[src/rtl/grant_timing_pkg.sv]
package grant_timing_pkg;

   // request-high cycles needed before a grant
   localparam int REQ_CYCLES = 2;

   // cycles after a grant in which requests are ignored
   localparam int HOLD_CYCLES = 1;

   // counter width for both timer counters
   typedef logic [7:0] count_t;

   // st_count collects request cycles and st_hold is the hold-off window
   typedef enum logic [0:0] {
      st_count,
      st_hold
   } grant_state_t;

endpackage

[src/rtl/mem_bus_pkg.sv]
package mem_bus_pkg;

   // core side of the data bus
   localparam int ADDR_W = 32;
   localparam int DATA_W = 32;
   localparam int STRB_W = 4;

   // one byte lane per strobe bit
   localparam int LANE_W = DATA_W / STRB_W;

   // on-chip RAM organization
   localparam int MEM_DEPTH = 1024;
   localparam int INDEX_W   = 10;

   // byte address bits below this pick a lane within the word
   localparam int ADDR_LSB = 2;

   // byte address as issued by the core
   typedef logic [ADDR_W-1:0] addr_t;

   // one RAM word and the load/store data width
   typedef logic [DATA_W-1:0] data_t;

   // byte enables with bit n covering data bits n*8 and up
   typedef logic [STRB_W-1:0] strb_t;

   // word index into the RAM array
   typedef logic [INDEX_W-1:0] index_t;

endpackage

[src/rtl/grant_timer.sv]
`timescale 1ns/1ps

module grant_timer
   import mem_bus_pkg::*, grant_timing_pkg::*;
(
   input  logic clk,
   input  logic reset,
   input  logic i_req,
   output logic o_gnt
);

   grant_state_t state;
   grant_state_t state_next;

   count_t req_cnt;
   count_t req_cnt_next;
   count_t hold_cnt;
   count_t hold_cnt_next;

   logic req_last;
   logic hold_last;

   // last counted request cycle / last cycle of the hold-off
   assign req_last  = (req_cnt == count_t'(REQ_CYCLES - 1));
   assign hold_last = (hold_cnt == count_t'(HOLD_CYCLES - 1));

   // grant is combinational on the final request cycle
   assign o_gnt = (state == st_count) && i_req && req_last;

   always_comb begin
      state_next    = state;
      req_cnt_next  = req_cnt;
      hold_cnt_next = hold_cnt;

      case (state)
         st_count: begin
            if (o_gnt) begin
               state_next   = st_hold;
               req_cnt_next = '0;
            end else if (i_req) begin
               // count holds while i_req is low
               req_cnt_next = req_cnt + 1'b1;
            end
         end

         st_hold: begin
            // requests are not looked at here
            if (hold_last) begin
               state_next    = st_count;
               hold_cnt_next = '0;
            end else begin
               hold_cnt_next = hold_cnt + 1'b1;
            end
         end

         default: begin
            state_next    = st_count;
            req_cnt_next  = '0;
            hold_cnt_next = '0;
         end
      endcase
   end

   always_ff @(posedge clk) begin
      if (reset) begin
         state    <= st_count;
         req_cnt  <= '0;
         hold_cnt <= '0;
      end else begin
         state    <= state_next;
         req_cnt  <= req_cnt_next;
         hold_cnt <= hold_cnt_next;
      end
   end

   // a grant opens exactly HOLD_CYCLES cycles of hold-off
   gnt_opens_hold: assert property (
      @(posedge clk) disable iff (reset)
      o_gnt |=> (state == st_hold) [*HOLD_CYCLES] ##1 (state == st_count)
   );

   // grants are always separated by at least one idle cycle
   gnt_single_cycle: assert property (
      @(posedge clk) disable iff (reset)
      o_gnt |=> !o_gnt
   );

endmodule

[config.mk]
export PLATFORM = sky130hd
export DESIGN_NAME = grant_timer
export DESIGN_NICKNAME = d
export VERILOG_FILES = /design/src/rtl/grant_timing_pkg.sv /design/src/rtl/mem_bus_pkg.sv /design/src/rtl/grant_timer.sv
export SDC_FILE = /design/constraint.sdc
export NUM_CORES = 1
export LEC_CHECK = 0
export BUFFER_PORTS_ARGS = -buffer_cell sky130_fd_sc_hd__buf_2
export CAP_MARGIN = 0
export CORE_ASPECT_RATIO = 0.9
export CORE_UTILIZATION = 46
export CTS_CLUSTER_DIAMETER = 50
export CTS_CLUSTER_SIZE = 30
export DETAILED_ROUTE_END_ITERATION = 16
export PLACE_DENSITY_LB_ADDON = 0.25
export SKIP_LAST_GASP = 1
export SLEW_MARGIN = 10
export SYNTH_ARGS = -nofsm -noshare
export SYNTH_HDL_FRONTEND = slang
export SYNTH_SLANG_ARGS = --single-unit
export TNS_END_PERCENT = 1
[constraint.sdc]
create_clock -name clk -period 4.25 [get_ports clk]
set_clock_uncertainty 0.1 [all_clocks]
set_input_delay 0.2125 -clock clk [delete_from_list [all_inputs] [get_ports clk]]
set_output_delay 0.2125 -clock clk [all_outputs]
set_load 0.02 [all_outputs]
# After elaboration in Yosys (flattened, before gate mapping)
# Cells that the tools add are included.
dict set report classes {
  reduce_logical 5
  n_bitwise 1
  div_mod_pow 0
  eq_ne 1
  shifts 0
  mux 6
  multipliers 0
  magnitude_cmp 0
  n_addsub 2
}
# operator n
set op_table {}
lappend op_table {{$mux 8} 3}
lappend op_table {{$add 8x1->8 const B} 2}
lappend op_table {{$eq 8x1->1 const B} 1}
lappend op_table {{$logic_not 8->1} 1}
lappend op_table {{$logic_and 1x1->1} 2}
lappend op_table {{$mux 1} 2}
lappend op_table {{$pmux 1 s2} 1}
lappend op_table {{$reduce_and 2->1} 1}
lappend op_table {{$reduce_bool 2->1} 1}
lappend op_table {{$not 1->1} 1}
dict set report totals {
  output_inout_bits 1
  elab_cells 18
  n_memories 0
  ff_bits 17
  latchBits 0
  ram_bits 0
  rom_bits 0
  inputBits 3
}

# Depth between registers and ports, before layout
dict set report logic_depth {
  depth_word 5
  ltp_mapped 6
  depth_no_buf 6
}

# Worst setup path before layout
# Ideal clock, no wire load.
dict set report synth_timing {
  kind {reg2reg}
  from {register hold_cnt[0]}
  to {register hold_cnt[0]}
  stages_incl_launch_ff 7
  arrival_time_ps 1493
  setup_ps 126
  slack_ps 2531
  period_less_slack_ps 1719
  required_time_ps 4024
  path_buffers 0
  cell_sequence {dfxtp_1 -> inv_1 -> ha_1 -> or4b_4 -> o41ai_4 -> mux2_2 -> nor2_1}
}
dict set report synth_between {
  elab_chain_len 2
  elab_cells_between_ends 3
  cone_classes {add/sub: 1; mux: 1; reduce/logical: 1}
}
# element line_no
set synth_lines {}
lappend synth_lines {{start: declaration} grant_timer.sv:17} ;# count_t hold_cnt;
lappend synth_lines {{start signal: assignment} grant_timer.sv:72} ;# hold_cnt <= hold_cnt_next;
lappend synth_lines {{$add 8x1->8 or $logic_not 8->1 (tied branches)} {grant_timer.sv:52, grant_timer.sv:25}}
lappend synth_lines {{$mux 8 *} grant_timer.sv:48} ;# if (hold_last) begin
# Mark *: on every way between the ends. The rest lies on a longest branch, timed or not.
# A chain may end at the register's enable or synchronous reset.

# Worst setup path in the final report
dict set report layout_timing {
  from {register state}
  to {output o_gnt}
}
dict set report layout_between {
  elab_chain_len 3
}
# element line_no
set layout_lines {}
lappend layout_lines {{start: declaration} grant_timer.sv:12} ;# grant_state_t state;
lappend layout_lines {{start signal: assignment} grant_timer.sv:66} ;# state <= st_count;
lappend layout_lines {{start signal: assignment} grant_timer.sv:70} ;# state <= state_next;
lappend layout_lines {{$not 1->1} --}
lappend layout_lines {{$logic_and 1x1->1 (2 in series)} grant_timer.sv:28} ;# assign o_gnt = (state == st_count) && i_req && req_last;
lappend layout_lines {{end: declaration} grant_timer.sv:9} ;# output logic o_gnt
# No other way between the ends.

==> metrics.txt <==
status=finished, final reports clean; CP Capture Type=output port; leakage=0.342 nW; Layout Nets=105; cts hold-fix bufs=0; initial antenna violation count=0; final setup fails=0; flop2flop setup slack=2.36 ns; WL/cell=11.8 um; TritonCTS clock tree=built; crit path cell chain=nor2b_1, nand3_1, inv_1, buf_2; synthesized area per cell=8.97 um^2; register area=340 um^2; Worst path slowest cell=nor2b_1; leading cell types in the layout, fill and taps excluded=dfxtp_1 (17), nor2_1 (12), nand2_1 (8), xor2_1 (8), nand4_1 (7); Final Wtd Congestion=0.787; crit path kind=flop to output port; register area share after synthesis=40.8%; CTS root buf=clkbuf_4; Max-cap violations=0; Worst Setup Start Kind=flop; Rel. slew slack=56.7%; RR Startpoint=hold_cnt[0]$_SDFFE_PP0P_; Final HPWL DP=1020 um; first-pass GRT wire length=2530 um; Syn. warnings=0; Area growth syn-to-layout=5.85%; Worst Min Path Start=reset; WL final=1420 um; Worst path max stage delay=0.56 ns; register bit count reported by yosys=17; clock sink total=17; fin crit period=2.11 ns; Final Hold Viols=0; largest net degree at the start of global routing=13; Total Routing Usage GR=18.0%; buffer and inverter count on the worst path=2; dominant cells by area after synthesis=dfxtp_1 (41%), xor2_1 (8.4%), ha_1 (6.0%); ys async rst share=0%; Skew-Pair Late Insertion Delay=0.30 ns; 1st-iter DRT viols=11; vias in the first global route=576; crit path max fanout=11; WHS Endpoint=hold_cnt[3]$_SDFFE_PP0P_; drt drc=0; Critical Path RT=3.94 ns; total negative slack=0 ns; Die H=42.4 um; cell row count=14; Post-CTS Resized=0; Post-CTS Setup Inserts=0; WP depth=4; share of cells above drive strength 1=11.3%; GRT overflow=0; I/O pins=4; RSZ-0062 raised after global routing=no; commonest non-fill, non-tap cell in the layout=dfxtp_1; Synth cell types=27; final period utilization=49.7%; Post-Syn Area=835 um^2; CP top delay family=simple AND/OR/NAND/NOR gates; ANT cells=0; Worst Hold Class=primary input to flop; Worst Hold Depth=2; worst slew pin tran=0.647 ns; TritonCTS Buffers=3; Synth top area share=40.8%; Fin Hold WS=0.128 ns; Multi-input gate area=448 um^2; FILL cells=167; Initial Util=49.6%; input/output buffers=3; area leader, netlist=dfxtp_1; fin util=52.5%; die area=1990 um^2; Max Slew Vio Count=0; router iterations before antenna repair=4; post-synthesis cell count=93; ys flop type=dfxtp_1; total number of vias=636; pwr dens=301 nW/um^2; f_max=474 MHz; Final WS setup=2.14 ns; worst reg2reg path depth=6; Final ANT Viol Nets=0; DIE WIDTH=46.9 um; Clock Tree Buf Depth=2; clk slew on worst S/H paths=0.10 ns; syn nets=100; RR Endpoint=hold_cnt[0]$_SDFFE_PP0P_; Peak VDD IR=0.301 mV; vias per inst=5.26; core area=1680 um^2; critical path arrival=1.80 ns; number of synthesized flops with an enable pin=0; # H-tree levels=1; pre-CTS setup slack=2.38 ns
[sequential cells by signal (all words and copies together), names as in the netlist]
register and cells:
state 1, hold_cnt 8, req_cnt 8
[per-layer routing]
layer / track usage, % / routed length, um / vias up
met3: 7.76 / 51 / 3
met5: 0 / 0 / -
met1: 24.1 / 718 / 294
met4: 5.14 / 8 / 0
li1: - / - / 331
met2: 26.1 / 644 / 8
[stage by stage]
stage	instance area [um^2]	total power (W)	instances
6_report	883	0.000265	121
5_1_grt	883	0.000278	121
4_1_cts	883	0.000271	121
3_5_place_dp	856	0.000184	117
3_3_place_gp	856	0.000184	117
2_1_floorplan	835	0.000181	93
[where the power goes]
part | switching [W] | total [W] | internal [W]
Combinational | 0.00000988 | 0.0000159 | 0.00000599
Sequential | 0.00000308 | 0.000165 | 0.000162
Clock | 0.0000498 | 0.0000848 | 0.0000351
Total | 0.0000627 | 0.000265 | 0.000203
[synth_stat cells (2+ instances only)]
master,n
a21oi_1,4
a31oi_1,2
and3_1,2
dfxtp_1,17
ha_1,4
inv_1,6
nand2_1,8
nand3_1,3
nand4_1,7
nor2_1,12
nor2b_1,3
or3_1,3
xor2_1,8
[kinds of logic (layout without fill, tap and decap cells)]
group                    Yosys count  count (layout)  share of synthesized area [%]
XOR/XNOR                           8               8                           8.40
adder cells (fa/ha/maj)            4               4                           6.00
AND/OR/NAND/NOR                   44              44                           28.2
flip-flops                        17              17                           40.8
buffers and inverters              9              13                           5.55
AO/OA/AOI/OAI                     10              10                           9.75
multiplexers                       1               1                           1.35
[how the worst max path moves through the flow]
stage,end,startpoint
floorplan,hold_cnt[0]$_SDFFE_PP0P_,hold_cnt[0]$_SDFFE_PP0P_
global placement,hold_cnt[0]$_SDFFE_PP0P_,hold_cnt[0]$_SDFFE_PP0P_
CTS,o_gnt,state$_SDFF_PP0_
finish,o_gnt,state$_SDFF_PP0_
global route,o_gnt,state$_SDFF_PP0_
detailed placement,hold_cnt[0]$_SDFFE_PP0P_,hold_cnt[0]$_SDFFE_PP0P_
[worst reg2reg max path, cell delays in order (launching register included)]
cell	delay (ns)
dfxtp_1	0.35
inv_1	0.09
ha_1	0.15
or4b_4	0.47
o41ai_4	0.36
mux2_2	0.23
nor2_1	0.03
[area by class of cell]
class	instances	area share, %
well taps	24	3.40
inverters	6	2.55
clock buffers	3	2.55
flip-flops and latches	17	38.5
repair buffers	3	1.70
multi-input cells	67	50.7
clock inverters	1	0.567
No activity file was read; power rests on OpenSTA's default activity.
