## config.mk

```make
export PLATFORM = sky130hd
export DESIGN_NAME = response_stage
export DESIGN_NICKNAME = d
export VERILOG_FILES = /design/src/rtl/mem_bus_pkg.sv /design/src/rtl/response_stage.sv
export SDC_FILE = /design/constraint.sdc
export NUM_CORES = 1
export LEC_CHECK = 0
export BUFFER_PORTS_ARGS = -buffer_cell sky130_fd_sc_hd__buf_2
export CORE_AREA = 2 2 80 82
export CTS_BUF_LIST = sky130_fd_sc_hd__clkbuf_2 sky130_fd_sc_hd__clkbuf_4 sky130_fd_sc_hd__clkbuf_8
export CTS_CLUSTER_SIZE = 14
export DETAILED_ROUTE_END_ITERATION = 6
export DIE_AREA = 0 0 82 84
export MAX_ROUTING_LAYER = met4
export PLACE_DENSITY = 0.61
export SYNTH_ARGS = -nofsm -noshare
export SYNTH_HDL_FRONTEND = slang
export SYNTH_SLANG_ARGS = --single-unit
export TNS_END_PERCENT = 1
```

## constraint.sdc

```tcl
create_clock -name clk -period 1.25 [get_ports clk]
set_input_delay 0.25 -clock clk [delete_from_list [all_inputs] [get_ports clk]]
set_output_delay 0.25 -clock clk [all_outputs]
set_load 0.005 [all_outputs]
```

## src/rtl/mem_bus_pkg.sv

```systemverilog
package mem_bus_pkg;

   // core side of the data bus
   localparam int ADDR_W = 32;
   localparam int DATA_W = 32;
   localparam int STRB_W = 4;

   // one byte lane per strobe bit
   localparam int LANE_W = DATA_W / STRB_W;

   // on-chip RAM organization
   localparam int MEM_DEPTH = 1024;
   localparam int INDEX_W   = 10;

   // byte address bits below this pick a lane within the word
   localparam int ADDR_LSB = 2;

   // byte address as issued by the core
   typedef logic [ADDR_W-1:0] addr_t;

   // one RAM word and the load/store data width
   typedef logic [DATA_W-1:0] data_t;

   // byte enables with bit n covering data bits n*8 and up
   typedef logic [STRB_W-1:0] strb_t;

   // word index into the RAM array
   typedef logic [INDEX_W-1:0] index_t;

endpackage

```

## src/rtl/response_stage.sv

```systemverilog
`timescale 1ns/1ps

module response_stage
   import mem_bus_pkg::*;
(
   input  logic  clk,
   input  logic  reset,
   input  logic  i_access,
   input  logic  i_we,
   input  data_t i_rdata,
   output logic  o_rvalid,
   output data_t o_rdata
);

   // marks the cycle in which the RAM output belongs to an access
   logic access_q;
   logic we_q;
   logic load_rsp;

   always_ff @(posedge clk) begin
      if (reset) begin
         access_q <= 1'b0;
         we_q     <= 1'b0;
      end else begin
         access_q <= i_access;
         we_q     <= i_we;
      end
   end

   assign load_rsp = access_q && !we_q;

   always_ff @(posedge clk) begin
      if (reset) begin
         o_rvalid <= 1'b0;
      end else begin
         o_rvalid <= access_q;
      end
   end

   // store responses leave the data untouched
   always_ff @(posedge clk) begin
      if (reset) begin
         o_rdata <= '0;
      end else if (load_rsp) begin
         o_rdata <= i_rdata;
      end
   end

   rvalid_single_cycle: assert property (
      @(posedge clk) disable iff (reset)
      o_rvalid |=> !o_rvalid
   );

endmodule

```

Yosys cells after proc, flatten, opt, wreduce, memory -nomap -nowiden. Index checks and enable logic that the tools add are counted.

Word-level logic and storage cells: 6. Flip-flop bits (word level): 35. Output and inout bits: 33.

Reduce and logical (&&, ||, !) cells: 2.

Operators with widths (count): logical AND 1 bit (1); zero test 1 bit (1).

Longest topological paths before layout. Gate-level depths: netlist of run 1.

Depth in word-level cells: 2. Mapped depth: 4. Gate-level depth less buffers: 2.

Least setup slack after synthesis of run 1. OpenSTA, ideal clock, no wires.

Kind: register to register. Start: register we_q. End: register o_rdata[29]. Data arrival time: 0.818 ns. Path buffers: 1. Slack: 0.316 ns. Cell stages (with the launch flop): 4. Clock period less this slack: 0.934 ns. Cells stage by stage: dfxtp_1 and2b_4 buf_12 o21ai_2.

Cells in the longest elaborated chain, start to end: 2.

RTL lines: from (decl) (RTL line response_stage.sv:17) `logic we_q;`; from (signal assigned) (RTL line response_stage.sv:26) `we_q <= i_we;`; zero test 1 bit (RTL line response_stage.sv:30) `assign load_rsp = access_q && !we_q;`; logical AND 1 bit (RTL line response_stage.sv:30); to (signal assigned) (RTL line response_stage.sv:45) `o_rdata <= i_rdata;`; to (decl) (RTL line response_stage.sv:12) `output data_t o_rdata`.

Every way passes these cells. A chain may end at the register's enable or synchronous reset.

Worst setup path in the final report of run 1.
Start: register we_q. End: register o_rdata[31].

The elaborated chain is that of the path after synthesis.

==> results.sh, run 1 <==
export IMPL_avgSynthCellArea_um2=11.7
export IMPL_run_status="finished clean"
export IMPL_drt_iter0_markers=50
export IMPL_routabilityCongestion=0.650
export IMPL_power_frac_comb_pct=13.8
export IMPL_clock_skew_final_ns=0.00629
export IMPL_die_y_um=84
export IMPL_fin_hold_ws_ns=0.189
export IMPL_multiInputGateArea_um2=905
export IMPL_grt_pass1_wl_mm=6.02
export IMPL_cp_slowest_stage_delay_ns=0.34
export IMPL_power_density_mw_per_mm2=1090
export IMPL_critPathSlowestCell="and2b_4"
export IMPL_crit_type="reg2reg"
export IMPL_num_vias=1329
export IMPL_yosys_top_cells_count="dfxtp_1 (35), nand4bb_1 (32), o21ai_2 (30)"
export IMPL_r2r_start="we_q$_SDFF_PP0_"
export IMPL_grt_max_degree=68
export IMPL_clk_latency_ns=0.28
export IMPL_dp_hpwl_mm=2.46
export IMPL_synthFlopType="dfxtp_1"
export IMPL_crit_fanout=13
export IMPL_yosysWarnings=0
export IMPL_final_setup_worst_slack_ns=0.230
export IMPL_syn_inst=151
export IMPL_gr_total_overflow=0
export IMPL_synth_seq_cells=35
export IMPL_cts_tree="done"
export IMPL_finalPower_mw=2.44
export IMPL_grt_antenna_before_repair=0
export IMPL_synth_edf_count=0
export IMPL_setup_tns_final_ns=0
export IMPL_synth_top_area_cell="dfxtp_1"
export IMPL_io_buffers=68
export IMPL_r2r_setup_slack_ns=0.23
export IMPL_boundaryPins=69
export IMPL_rsz0062_at_grt="false"
export IMPL_r2r_end="o_rdata[31]$_SDFFE_PP0P_"
export IMPL_min_from="i_access"
export IMPL_diodes=0
export IMPL_synth_cell_area_mm2=0.00177
export IMPL_seqPwrFrac_pct=49.0
export IMPL_register_area_um2=701
export IMPL_synth_top_cell_area_share_pct=39.7
export IMPL_yosysMostFrequentCell="dfxtp_1"
export IMPL_finalCritPeriodShare_pct=81.6
export IMPL_drive_above_1_share_pct=59.9
export IMPL_start_util_pct=29.0
export IMPL_firstDrtPassIters=4
export IMPL_numCtsBuffers=5
export IMPL_dp_slack_ns=0.226
export IMPL_whs_endpoint="access_q$_SDFF_PP0_"
export IMPL_setup_viol=0
export IMPL_hold_viol=0
export IMPL_peakVddDrop_mv=0.647
export IMPL_clock_fmax_mhz=980
export IMPL_p_sw_uw=582
export IMPL_drc=0
export IMPL_required_ns=1.42
export IMPL_clkPwrFrac_pct=37.2
export IMPL_cp_num_buf_inv=1
export IMPL_min_path_cells=2
export IMPL_p_leak_nw=0.921
export IMPL_crit_arrival_ns=1.19
export IMPL_worst_pin_slew_ns=0.279
export IMPL_syn_to_final_growth_pct=26.1
export IMPL_crit_chain="and2b_4 -> buf_12 -> o21ai_1"
export IMPL_maxSlewViolCount=0
export IMPL_synth_nets=187
export IMPL_async_flop_share_pct=0
export IMPL_n_fill_cell=625
export IMPL_grt_pass1_vias=1327
export IMPL_vias_per_cell=4.52
export IMPL_post_cts_buffers=0
export IMPL_die_x_um=82
export IMPL_path_clk_slew_ns=0.07
export IMPL_cp_start_kind="flip-flop"
export IMPL_htreeDepth=2
export IMPL_crit_path_end_kind="flip-flop"
export IMPL_synth_area_leaders="dfxtp_1 (40%), nand4bb_1 (20%), o21ai_2 (15%), nand2b_2 (8.4%), nand2b_1 (5.3%)"
export IMPL_ff2ff_path_depth=3
export IMPL_holdCritPathClass="in2reg"
export IMPL_synthDistinctLibCells=14
export IMPL_post_cts_resize_count=0
export IMPL_cts_path_max_buffers=2
export IMPL_cp_top_family="simple AND/OR/NAND/NOR gates"
export IMPL_cts_sinks=35
export IMPL_switching_share_pct=23.9
export IMPL_relSlewSlack_pct=81.4
export IMPL_ant_nets=0
export IMPL_rows=29
export IMPL_core_mm2=0.00610
export IMPL_max_cap_violations=0
export IMPL_fin_nets=252
export IMPL_wirelength_mm=3.66
export IMPL_cts_root_buf="clkbuf_8"
export IMPL_wl_per_cell_um=12.5
export IMPL_dieArea_mm2=0.00689
export IMPL_yosysSeqAreaShare_pct=39.7
export IMPL_intPower_mw=1.85
export IMPL_track_usage_pct=11.6
export IMPL_layout_min_cycle_time_ns=1.02
export IMPL_cts_hold_buffers=0
-- power groups by stage --
stage / clock network, mW / registers [mW] / logic, mW
after floorplan: 0 / 1.23 / 0.213
after global placement: 0 / 1.22 / 0.339
after detailed placement: 0 / 1.22 / 0.343
after CTS: 0.954 / 1.19 / 0.345
after global routing: 0.994 / 1.20 / 0.372
final: 0.907 / 1.19 / 0.335
-- registers in the layout, summed over array words and instances, names as in the netlist --
signal,flops
o_rdata,32
o_rvalid,1
we_q,1
access_q,1
-- through the flow --
stage / instances / util [%] / instance area [um^2]
after floorplan: 151 / - / 1770
after global placement: 286 / 34.9 / 2120
after detailed placement: 286 / 34.9 / 2120
after CTS: 294 / 36.6 / 2230
after global routing: 294 / 36.6 / 2230
final: 294 / 36.6 / 2230
-- cell type report --
cell class	instances	share of cell area (%)
flip-flops and latches	35	31.4
clock inverters	1	0.337
clock buffers	7	4.32
well taps	77	4.32
repair buffers	74	19.0
multi-input cells	100	40.6
-- how the worst max path moves through the flow --
stage | slack, ns | cells after the start | from | endpoint
3_5_place_dp | 0.23 | 3 | we_q$_SDFF_PP0_ | o_rdata[28]$_SDFFE_PP0P_
4_1_cts | 0.21 | 1 | o_rdata[20]$_SDFFE_PP0P_ | o_rdata[20]
5_1_grt | 0.17 | 3 | we_q$_SDFF_PP0_ | o_rdata[31]$_SDFFE_PP0P_
3_3_place_gp | 0.24 | 3 | we_q$_SDFF_PP0_ | o_rdata[31]$_SDFFE_PP0P_
2_1_floorplan | 0.32 | 3 | we_q$_SDFF_PP0_ | o_rdata[29]$_SDFFE_PP0P_
6_report | 0.23 | 3 | we_q$_SDFF_PP0_ | o_rdata[31]$_SDFFE_PP0P_
-- layer usage --
metal  wire (um)  track usage, %  vias to the layer above
met1        1690            13.6                      609
met2        1720            18.6                       39
met3         214            3.46                        5
li1            -               -                      676
met4          42            4.09                        0
met5           0               -                        -
-- kinds of logic after synthesis --
| family | Yosys count | share of synthesized area, % |
|---|---|---|
| buffers and inverters | 16 | 9.14 |
| flip-flops | 35 | 39.7 |
| AO/OA/AOI/OAI | 32 | 15.4 |
| AND/OR/NAND/NOR | 68 | 35.8 |
-- cell usage in the layout (no fill, tap or decap) --
cell / Yosys / routed
dfxtp_1: 35 / 35
nand2b_1: 15 / 15
clkbuf_8: 0 / 7
nand2b_2: 17 / 17
o21ai_2: 30 / 30
nand4bb_1: 32 / 32
o21ai_1: 2 / 2
buf_2: 6 / 68
buf_12: 3 / 3
buf_4: 2 / 3
nor2b_1: 3 / 3
and2b_4: 1 / 1
clkinvlp_4: 0 / 1
(Power assumes the default switching activity.)
==> inputs of run 2 (changes only) <==
ABC_AREA = 1   (was not set)
CORE_AREA = 2 2 73 75   (was 2 2 80 82)
DIE_AREA = 0 0 75 77   (was 0 0 82 84)
PLACE_DENSITY = 0.65   (was 0.61)
clock period = 0.89 ns   (was 1.25 ns; I/O delays follow)
==> results.sh, run 2 <==
export IMPL_run_status="complete, but fails checks"
export IMPL_violations="setup timing"
export IMPL_dp_hpwl_mm=2.39
export IMPL_synth_simple_area_share_pct=37.4
export IMPL_firstDrtPassIters=3
export IMPL_ant_nets=0
export IMPL_io_buffers=68
export IMPL_dp_slack_ns=-0.0382
export IMPL_cts_root_buf="clkbuf_8"
export IMPL_cts_sinks=35
export IMPL_cp_slowest_stage_delay_ns=0.33
export IMPL_fin_cells=359
export IMPL_crit_type="reg2out"
export IMPL_post_route_util_pct=43.2
export IMPL_gr_total_overflow=0
export IMPL_synth_top_cell_area_share_pct=48.3
export IMPL_wl_per_cell_um=9.48
export IMPL_clk_latency_ns=0.29
export IMPL_yosys_top_cells_count="nor2_1 (67), dfxtp_1 (35), inv_1 (35)"
export IMPL_grt_antenna_before_repair=0
export IMPL_yosysSeqAreaShare_pct=48.3
export IMPL_cts_path_max_buffers=2
export IMPL_grt_pass1_wl_mm=5.46
export IMPL_synth_area_mux_share_pct=0
export IMPL_maxSlewViolCount=0
export IMPL_final_common_cell="nor2_1"
export IMPL_fin_hold_ws_ns=0.0908
export IMPL_clock_fmax_mhz=1100
export IMPL_regMostFlops="o_rdata"
export IMPL_diodes=0
export IMPL_synth_cell_area_mm2=0.00145
export IMPL_synthXorXnorAreaFrac_pct=0
export IMPL_drive_above_1_share_pct=42.2
export IMPL_cp_start_kind="flip-flop"
export IMPL_synthDistinctLibCells=10
export IMPL_p_leak_nw=1.19
export IMPL_syn_inst=217
export IMPL_synth_edf_count=0
export IMPL_crit_fanout=2
export IMPL_routabilityCongestion=0.760
export IMPL_crit_arrival_ns=0.73
export IMPL_avgSynthCellArea_um2=6.69
export IMPL_numCtsBuffers=5
export IMPL_grt_pass1_vias=1243
export IMPL_setup_viol=29
export IMPL_largest_reg_flops=32
export IMPL_rows=26
export IMPL_grt_max_degree=22
export IMPL_yosysWarnings=0
export IMPL_syn_to_final_growth_pct=48.2
export IMPL_cts_hold_buffers=0
export IMPL_drt_iter0_markers=46
export IMPL_boundaryPins=69
export IMPL_layout_min_cycle_time_ns=0.908
export IMPL_synthAdderAreaFrac_pct=0
export IMPL_crit_path_end_kind="output port"
export IMPL_path_clk_slew_ns=0.07
export IMPL_synth_compound_gate_area_share_pct=0
export IMPL_rsz0062_at_grt="true"
export IMPL_drc=0
export IMPL_clock_skew_final_ns=0.00746
export IMPL_holdCritPathClass="in2reg"
export IMPL_power_density_mw_per_mm2=1760
export IMPL_dieArea_mm2=0.00578
export IMPL_die_x_um=75
export IMPL_async_flop_share_pct=0
export IMPL_finalPower_mw=3.78
export IMPL_dp_cells=351
export IMPL_core_mm2=0.00498
export IMPL_crit_chain="buf_2"
export IMPL_critPathSlowestCell="dfxtp_2"
export IMPL_worst_pin_slew_ns=0.174
export IMPL_start_util_pct=29.2
export IMPL_vias_per_cell=4.00
export IMPL_num_vias=1437
export IMPL_synth_seq_cells=35
export IMPL_htreeDepth=2
export IMPL_synth_area_leaders="dfxtp_1 (48%), nor2_1 (17%), nand3_1 (11%), inv_1 (9.1%), nand2_1 (8.3%)"
export IMPL_relSlewSlack_pct=88.4
export IMPL_max_cap_violations=0
export IMPL_final_setup_worst_slack_ns=-0.0178
export IMPL_peakVddDrop_mv=0.680
export IMPL_synth_top_area_cell="dfxtp_1"
export IMPL_track_usage_pct=12.9
export IMPL_cp_top_family="flip-flops"
export IMPL_synth_nets=253
export IMPL_synth_top_family_by_area="simple AND/OR/NAND/NOR gates"
export IMPL_finalCritPeriodShare_pct=102
export IMPL_yosysMostFrequentCell="nor2_1"
export IMPL_fin_nets=324
export IMPL_synthFlopType="dfxtp_1"
export IMPL_n_fill_cell=530
export IMPL_wirelength_mm=3.40
export IMPL_die_y_um=77
export IMPL_cp_num_buf_inv=1
export IMPL_hold_viol=0
export IMPL_layout_common_cells="nor2_1 (67), buf_2 (56), inv_1 (35), dfxtp_2 (34)"
export IMPL_cts_tree="done"
export IMPL_required_ns=0.71
run 2: cell count changes in the layout (fill, tap and decap cells not counted), moves of 32 or more:
cell and change:
dfxtp_2 +34, nand2_1 +32, nor2_1 +67, nand4bb_1 -32
nand3_1 +32, inv_1 +35, dfxtp_1 -34
run 2: where the power goes:
group | switching, mW | internal, mW | leakage, nW
Clock | 0.562 | 0.906 | 0.0612
Combinational | 0.266 | 0.296 | 0.828
Sequential | 0.0591 | 1.69 | 0.301
Total | 0.887 | 2.89 | 1.19
run 2: cell families (layout without fill, tap and decap cells):
| logic type | count (synthesis) | in the layout |
|---|---|---|
| flops | 35 | 35 |
| buf+inv | 50 | 122 |
| simple gates | 132 | 132 |
run 2: final timing paths:
| kind | cells after the start | slack (ns) | start | endpoint |
|---|---|---|---|---|
| worst max-delay path | 1 | -0.02 | o_rdata[27]$_SDFFE_PP0P_ | o_rdata[27] |
| worst min-delay path | 3 | 0.09 | i_we | we_q$_SDFF_PP0_ |
| worst max register to register | 5 | 0 | we_q$_SDFF_PP0_ | o_rdata[7]$_SDFFE_PP0P_ |
| worst min register to register | 2 | 0.46 | o_rdata[29]$_SDFFE_PP0P_ | o_rdata[29]$_SDFFE_PP0P_ |
run 2: per-layer routing:
layer	share of wire, %	track usage, %	up-vias
met1	45	13.8	612
met5	0	-	-
li1	-	-	777
met3	5.7	4.47	6
met4	2.2	6.61	0
met2	47	20.7	42
run 2: final cells by class:
cell class              instances  area (um^2)  area share [%]
flip-flops and latches         35          743            34.6
inverters                      37          139            6.46
multi-input cells             132          543            25.2
clock inverters                 2         35.0            1.63
well taps                      70         87.6            4.07
repair buffers                 77          520            24.2
clock buffers                   6         82.6            3.84
run 2: metrics by stage:
| step | cell area (um^2) | setup TNS (ns) |
|---|---|---|
| 2_1_floorplan | 1450 | -0.450 |
| 3_3_place_gp | 1920 | -0.00121 |
| 3_5_place_dp | 1920 | -0.718 |
| 4_1_cts | 2080 | -1.14 |
| 5_1_grt | 2150 | -2.73 |
| 6_report | 2150 | -0.263 |
run 2: timing repair:
action	4_1_cts	5_1_grt
buffers inserted	0	0
gates resized for setup	26	20
setup endpoints to repair	65	65
pin swaps	19	10
